==> src/hw/board_io_bus_pkg.sv <==
package board_io_bus_pkg;

   // Wishbone classic vector widths
   typedef logic [31:0] wb_addr_t;
   typedef logic [31:0] wb_data_t;
   typedef logic [3:0]  wb_sel_t;

   // Request as seen on the bus
   // Also the format of a host command
   typedef struct packed {
      // High for a write cycle
      logic     we;
      // Byte address
      wb_addr_t addr;
      // Byte lanes, only lane 3 matters to the LEDs
      wb_sel_t  sel;
      // Write payload
      wb_data_t wdata;
   } wb_req_t;

   // Response for one bus cycle
   typedef struct packed {
      // Unmapped address
      logic     err;
      // Zero on writes and errors
      wb_data_t rdata;
   } wb_rsp_t;

   // Command master FSM states
   typedef enum logic [1:0] {MST_IDLE, MST_BUS, MST_RESP} mst_state_e;

endpackage

==> src/hw/board_io_map_pkg.sv <==
package board_io_map_pkg;

   // IO map, one-hot device selects inside a single window
   //   0110_0xxx ... xxxx_x1xx  LEDs
   //   0110_0xxx ... xxxx_1xxx  UART
   // Other select bits are free and decode as unmapped

   // Value of address bits 31:27 inside the IO window
   localparam logic [4:0] IO_BASE = 5'b01100;

   // Address bit that selects the LED register
   localparam int unsigned LED_SEL_BIT = 2;

   // Address bit that selects the bit-bang UART
   localparam int unsigned UART_SEL_BIT = 3;

   // Read data bit carrying the synchronized receive pin
   localparam int unsigned UART_RX_BIT = 8;

   // Write data bit, LED 2 follows the receive line when set
   localparam int unsigned LED_SRC_BIT = 31;

   // Byte lane that guards the LED 2 source flag
   localparam int unsigned LED_SRC_LANE = 3;

   // Four board LEDs
   // Bit 2 is the one shared with the UART
   typedef logic [3:0] led_vec_t;

endpackage

==> src/hw/wb_cmd_master.sv <==
`timescale 1ns/1ps

module wb_cmd_master import board_io_bus_pkg::*; (
   input  logic    CLK_I,
   input  logic    rst_n,
   // Host command port
   input  logic    cmd_valid,
   input  wb_req_t cmd,
   output logic    cmd_ready,
   // Host response, one-cycle pulse
   output logic    rsp_valid,
   output wb_rsp_t rsp,
   // Wishbone classic master side
   output logic    cyc,
   output logic    stb,
   output wb_req_t req,
   input  logic    ack,
   input  wb_rsp_t bus_rsp
);

   mst_state_e state;
   mst_state_e state_nxt;
   logic       cmd_take;
   logic       rsp_valid_q;
   wb_req_t    req_q;
   wb_rsp_t    rsp_q;

   // Ready only when idle and the last response has gone out
   assign cmd_ready = (state == MST_IDLE) && !rsp_valid_q;
   assign cmd_take  = cmd_valid && cmd_ready;

   // Next state
   always_comb begin
      state_nxt = state;
      case (state)
         MST_IDLE: begin
            if (cmd_take) begin
               state_nxt = MST_BUS;
            end
         end
         // Hold the cycle until a slave or the decoder answers
         MST_BUS: begin
            if (ack) begin
               state_nxt = MST_RESP;
            end
         end
         MST_RESP: begin
            state_nxt = MST_IDLE;
         end
         default: begin
            state_nxt = MST_IDLE;
         end
      endcase
   end

   always_ff @(posedge CLK_I) begin
      if (!rst_n) begin
         state       <= MST_IDLE;
         rsp_valid_q <= 1'b0;
      end else begin
         state       <= state_nxt;
         // Pulse one cycle after the response is captured
         rsp_valid_q <= (state == MST_RESP);
      end
   end

   // Command and response payload
   always_ff @(posedge CLK_I) begin
      if (cmd_take) begin
         req_q <= cmd;
      end
      if ((state == MST_BUS) && ack) begin
         rsp_q <= bus_rsp;
      end
   end

   // Classic cycle, strobe and cycle move together
   assign cyc       = (state == MST_BUS);
   assign stb       = (state == MST_BUS);
   assign req       = req_q;
   assign rsp       = rsp_q;
   assign rsp_valid = rsp_valid_q;

endmodule

==> src/hw/wb_io_decode.sv <==
`timescale 1ns/1ps

module wb_io_decode import board_io_bus_pkg::*, board_io_map_pkg::*; (
   // Master side
   input  wb_req_t req,
   input  logic    stb,
   // Slave acknowledges
   input  logic    led_ack,
   input  logic    uart_ack,
   // Synchronized receive level from the UART
   input  logic    rx_sync,
   // Slave strobes
   output logic    led_stb,
   output logic    uart_stb,
   // Merged answer back to the master
   output logic    ack,
   output wb_rsp_t bus_rsp
);

   logic in_window;
   logic led_hit;
   logic uart_hit;
   logic unmapped;

   // Top address bits must match the IO window
   assign in_window = (req.addr[$bits(wb_addr_t)-1 -: $bits(IO_BASE)] == IO_BASE);

   // One-hot selects, both may be set at once
   assign led_hit  = in_window && req.addr[LED_SEL_BIT];
   assign uart_hit = in_window && req.addr[UART_SEL_BIT];
   assign unmapped = !(led_hit || uart_hit);

   // Strobe fan-out
   assign led_stb  = stb && led_hit;
   assign uart_stb = stb && uart_hit;

   // Nobody home, answer at once so the bus cannot hang
   assign ack = led_ack || uart_ack || (stb && unmapped);

   // Read data assembly
   always_comb begin
      bus_rsp       = '0;
      bus_rsp.err   = stb && unmapped;
      // Only UART reads return data
      // LED register is write-only
      bus_rsp.rdata[UART_RX_BIT] = uart_ack && !req.we && rx_sync;
   end

endmodule

==> src/hw/io_leds.sv <==
`timescale 1ns/1ps

module io_leds import board_io_bus_pkg::*, board_io_map_pkg::*; (
   input  logic     CLK_I,
   input  logic     rst_n,
   // Wishbone slave side
   input  logic     stb,
   input  wb_req_t  req,
   // Receive level, shown on LED 2 on request
   input  logic     rx_sync,
   output logic     ack,
   output led_vec_t leds
);

   logic     wr;
   logic     src_uart;
   led_vec_t led_q;

   // Zero wait states
   assign ack = stb;
   assign wr  = stb && req.we;

   always_ff @(posedge CLK_I) begin
      if (!rst_n) begin
         led_q    <= '0;
         src_uart <= 1'b0;
      end else begin
         if (wr) begin
            // LEDs 0, 1 and 3 always follow the register
            led_q[0] <= req.wdata[0];
            led_q[1] <= req.wdata[1];
            led_q[3] <= req.wdata[3];
            // Source flag only moves with its byte lane
            if (req.sel[LED_SRC_LANE]) begin
               src_uart <= req.wdata[LED_SRC_BIT];
            end
         end
         // LED 2 lit while the line is low
         if (src_uart) begin
            led_q[2] <= ~rx_sync;
         end else if (wr) begin
            led_q[2] <= req.wdata[2];
         end
      end
   end

   assign leds = led_q;

endmodule

==> src/hw/io_bbuart.sv <==
`timescale 1ns/1ps

module io_bbuart import board_io_bus_pkg::*; (
   input  logic    CLK_I,
   input  logic    rst_n,
   // Wishbone slave side
   input  logic    stb,
   input  wb_req_t req,
   // Serial pins
   input  logic    uart_rx,
   output logic    ack,
   output logic    rx_sync,
   output logic    uart_tx
);

   logic rx_meta;
   logic rx_q;
   logic tx_q;

   // Zero wait states
   assign ack = stb;

   // Two-flop synchronizer for the asynchronous pin
   // Both stages come up at the idle level
   always_ff @(posedge CLK_I) begin
      if (!rst_n) begin
         rx_meta <= 1'b1;
         rx_q    <= 1'b1;
      end else begin
         rx_meta <= uart_rx;
         rx_q    <= rx_meta;
      end
   end

   // Transmit pin register, software does the framing
   always_ff @(posedge CLK_I) begin
      if (!rst_n) begin
         tx_q <= 1'b1;
      end else if (stb && req.we) begin
         tx_q <= req.wdata[0];
      end
   end

   assign rx_sync = rx_q;
   assign uart_tx = tx_q;

endmodule

==> src/hw/board_io_top.sv <==
`timescale 1ns/1ps

module board_io_top import board_io_bus_pkg::*, board_io_map_pkg::*; (
   input  logic     CLK_I,
   input  logic     rst_n,
   // Host command port
   input  logic     cmd_valid,
   input  wb_req_t  cmd,
   output logic     cmd_ready,
   output logic     rsp_valid,
   output wb_rsp_t  rsp,
   // Board pins
   input  logic     uart_rx,
   output logic     uart_tx,
   output led_vec_t leds
);

   // Internal Wishbone bus
   logic    stb;
   wb_req_t bus_req;
   logic    ack;
   wb_rsp_t bus_rsp;
   // Per-device strobes and acknowledges
   logic    led_stb;
   logic    led_ack;
   logic    uart_stb;
   logic    uart_ack;
   // Receive level shared by decoder and LEDs
   logic    rx_sync;

   // Single master, stb alone qualifies a cycle downstream
   wb_cmd_master master_inst (
      .CLK_I     (CLK_I),
      .rst_n     (rst_n),
      .cmd_valid (cmd_valid),
      .cmd       (cmd),
      .cmd_ready (cmd_ready),
      .rsp_valid (rsp_valid),
      .rsp       (rsp),
      .cyc       (),
      .stb       (stb),
      .req       (bus_req),
      .ack       (ack),
      .bus_rsp   (bus_rsp)
   );

   wb_io_decode decode_inst (
      .req      (bus_req),
      .stb      (stb),
      .led_ack  (led_ack),
      .uart_ack (uart_ack),
      .rx_sync  (rx_sync),
      .led_stb  (led_stb),
      .uart_stb (uart_stb),
      .ack      (ack),
      .bus_rsp  (bus_rsp)
   );

   io_leds leds_inst (
      .CLK_I   (CLK_I),
      .rst_n   (rst_n),
      .stb     (led_stb),
      .req     (bus_req),
      .rx_sync (rx_sync),
      .ack     (led_ack),
      .leds    (leds)
   );

   io_bbuart uart_inst (
      .CLK_I   (CLK_I),
      .rst_n   (rst_n),
      .stb     (uart_stb),
      .req     (bus_req),
      .uart_rx (uart_rx),
      .ack     (uart_ack),
      .rx_sync (rx_sync),
      .uart_tx (uart_tx)
   );

endmodule

==> config.mk <==
export PLATFORM = sky130hd
export DESIGN_NAME = board_io_top
export DESIGN_NICKNAME = d
export VERILOG_FILES = /design/src/hw/board_io_bus_pkg.sv /design/src/hw/board_io_map_pkg.sv /design/src/hw/wb_cmd_master.sv /design/src/hw/wb_io_decode.sv /design/src/hw/io_leds.sv /design/src/hw/io_bbuart.sv /design/src/hw/board_io_top.sv
export SDC_FILE = /design/constraint.sdc
export NUM_CORES = 1
export LEC_CHECK = 0
export BUFFER_PORTS_ARGS = -buffer_cell sky130_fd_sc_hd__buf_2
export CORE_MARGIN = 1.5
export CORE_UTILIZATION = 30
export DETAILED_ROUTE_END_ITERATION = 8
export HOLD_SLACK_MARGIN = 0.03
export PLACE_DENSITY_LB_ADDON = 0.08
export SYNTH_ARGS = -nofsm -noshare
export SYNTH_HDL_FRONTEND = slang
export SYNTH_SLANG_ARGS = --single-unit
==> constraint.sdc <==
create_clock -name CLK_I -period 1.9 [get_ports CLK_I]
set_clock_uncertainty 0.05 [all_clocks]
set_input_delay 0.38 -clock CLK_I [delete_from_list [all_inputs] [get_ports CLK_I]]
set_output_delay 0.38 -clock CLK_I [all_outputs]
set_load 0.005 [all_outputs]
==> flow_summary.json <==
{
  "cts.sinks": 27,
  "min_period_over_period": 0.779,
  "ys_seq_elements": 27,
  "finalCriticalPeriod_ns": 1.48,
  "layout-drive-gt1-share": 0.258,
  "seq_area_um2": 701,
  "final_antenna_net_count": 0,
  "drv_cap": 0,
  "cts.clk_slew.worst_paths_ns": 0.09,
  "synth_ff_type": "edfxtp_1",
  "fmax_mhz": 676,
  "gp_congestion": 0.692,
  "postCtsSetupBuffers": 0,
  "p_leak_nw": 0.571,
  "synthArstFlopShare": 0,
  "setup_viol": 0,
  "crit_fanout": 5,
  "numCtsBuffers": 3,
  "n_antenna_cell": 0,
  "clockPowerShare": 0.296,
  "tns_ns": 0,
  "final_area_mm2": 0.00132,
  "routed.top_layer": "met4",
  "yosysTopAreaCellShare": 0.399,
  "pwr-share-seq": 0.629,
  "arrival_ns": 1.05,
  "drt_pre_antenna_iters": 4,
  "multi_input_area_um2": 375,
  "synth-edff-count": 16,
  "cts_tree": "built",
  "dr_total_vias": 694,
  "die_y_um": 66.3,
  "pwr-share-comb": 0.075,
  "met2WireLength_um": 844,
  "area_delta_synth_final_pct": 9.98,
  "nets": 202,
  "wire_per_inst_um": 10.2,
  "synth_area_per_cell_um2": 12.2,
  "hpwl_mm": 1.37,
  "worstPathCellList": "nor3_1 -> buf_2",
  "crit_path_top_delay_cell": "dfxtp_1",
  "critPathKind": "flip-flop to primary output",
  "wl_met1_um": 794,
  "io_pins": 113,
  "first_global_vias": 631,
  "core_mm2": 0.00374,
  "die_x_um": 66.3,
  "synth_warnings": 0,
  "required_ns": 1.47,
  "gr-total-overflow": 0,
  "place_area_mm2": 0.00128,
  "max_stage_delay_ns": 0.35,
  "rows": 22,
  "powerDensity_mw_per_mm2": 797,
  "grt_pass1_wl_mm": 2.73,
  "grt_setup_unrepaired": "no",
  "start_kind": "flip-flop",
  "cts_hold_buf": 0,
  "yosysTopAreaCell": "edfxtp_1",
  "peakVddDrop_mv": 0.461,
  "totalWireLength_mm": 1.79,
  "critPathCaptureType": "primary output",
  "io_buffers": 26,
  "yosysUniqueCellTypes": 28,
  "via_per_inst": 3.94,
  "clk_path_buf_depth": 2,
  "antenna_found_initial": 0,
  "cts_root_buffer": "clkbuf_8",
  "die_area_mm2": 0.00440,
  "cts_resized": 0,
  "hold_violations": 0,
  "initial_core_util": 0.322,
  "drt_iter0_drc": 26,
  "status": "completed",
  "swShare": 0.215,
  "fill_cells": 382,
  "syn-cell-area_mm2": 0.00120,
  "finalMaxSlewViolations": 0,
  "intPower_w": 0.000828,
  "htreeDepth": 1,
  "power_switching_w": 0.000226,
  "yosysSeqAreaShare": 0.582,
  "hold_class": "input port to flip-flop",
  "netlist_top_cells_area": "edfxtp_1, buf_4, dfxtp_1, mux2i_1, nand2_1",
  "met3WireLength_um": 140,
  "grt_max_degree": 16,
  "drc": 0,
  "synthCells": 99,
  "grtUsageTotal": 0.0848,
  "clock_latency_ns": 0.27
}
-- area by class of cell --
cell class | count | share of cell area
flip-flops and latches | 27 | 0.529
multi-input cells | 69 | 0.284
repair buffers | 27 | 0.104
well taps | 48 | 0.0454
clock buffers | 3 | 0.0312
clock inverters | 1 | 0.00378
inverters | 1 | 0.00284
-- cells in the mapped netlist (2+ instances only) --
cell and instances:
and2_1 2, and4b_1 2, buf_4 31, dfxtp_1 11, edfxtp_1 16, mux2i_1 4
nand2_1 8, nand2b_1 2, nand4b_1 2, nor2_1 3
-- state kept, by name (all words and copies together), names as in the netlist --
signal	count
master_inst.rsp_valid	1
uart_inst.rx_sync	1
master_inst.req	14
uart_inst.uart_tx	1
leds_inst.src_uart	1
master_inst.rsp	2
uart_inst.rx_meta	1
master_inst.state	2
leds_inst.leds	4
-- critical path, delay by kind of cell, from the launching register on --
family / cells / cell delay (ns)
buffers and inverters: 1 / 0.17
AND/OR/NAND/NOR: 1 / 0.27
flip-flops: 1 / 0.35
-- layer usage --
layer  track usage  vias to the layer above
li1              -                      340
met1        0.0944                      312
met2         0.146                       40
met3        0.0375                        2
met4        0.0230                        0
met5             0                        -
-- cell usage in the layout, fill, tap and decap left out, drive strengths merged, types with 2 or more instances in the layout --
master   n
nor2     3
mux2i    4
nand2b   2
clkbuf   3
nand4b   2
nor3     2
conb    31
dfxtp   11
and4b    2
buf     27
edfxtp  16
and2     2
nand2    8
-- per-stage QoR --
stage,instances,worst slack [ns],hold WS (ns),utilization,total power (W)
floorplan,129,0.428,0.336,-,0.000766
global placement,172,0.471,0.350,0.341,0.000756
detailed placement,172,0.452,0.350,0.341,0.000757
CTS,176,0.408,0.219,0.354,0.00107
global route,176,0.333,0.207,0.354,0.00111
finish,176,0.421,0.230,0.354,0.00105
-- cell families (layout without fill, tap and decap cells) --
family	count (synthesis)	count (layout)	synth area share
multiplexers	4	4	0.0333
flip-flops	27	27	0.582
buffers and inverters	33	32	0.200
AO/OA/AOI/OAI	6	6	0.0405
other	1	31	0.00312
AND/OR/NAND/NOR	28	28	0.141
-- path summary, 6_finish.rpt --
path / startpoint / to / slack (ns) / depth (start not counted)
setup / recovery: master_inst.state[1] / cmd_ready / 0.42 / 2
setup reg to reg: master_inst.req[64] / uart_inst.uart_tx / 0.45 / 3
hold reg to reg: uart_inst.rx_meta / uart_inst.rx_sync / 0.37 / 1
hold / removal: cmd[39] / master_inst.req[39] / 0.23 / 1
-- power groups by stage --
stage / clock [W] / combinational [W] / sequential (W)
2_1_floorplan: 0 / 0.0000910 / 0.000675
3_5_place_dp: 0 / 0.0000792 / 0.000678
4_1_cts: 0.000331 / 0.0000793 / 0.000664
5_1_grt: 0.000354 / 0.0000918 / 0.000668
3_3_place_gp: 0 / 0.0000781 / 0.000678
6_report: 0.000312 / 0.0000788 / 0.000664
Note: power is estimated with default switching activity, not from simulation.
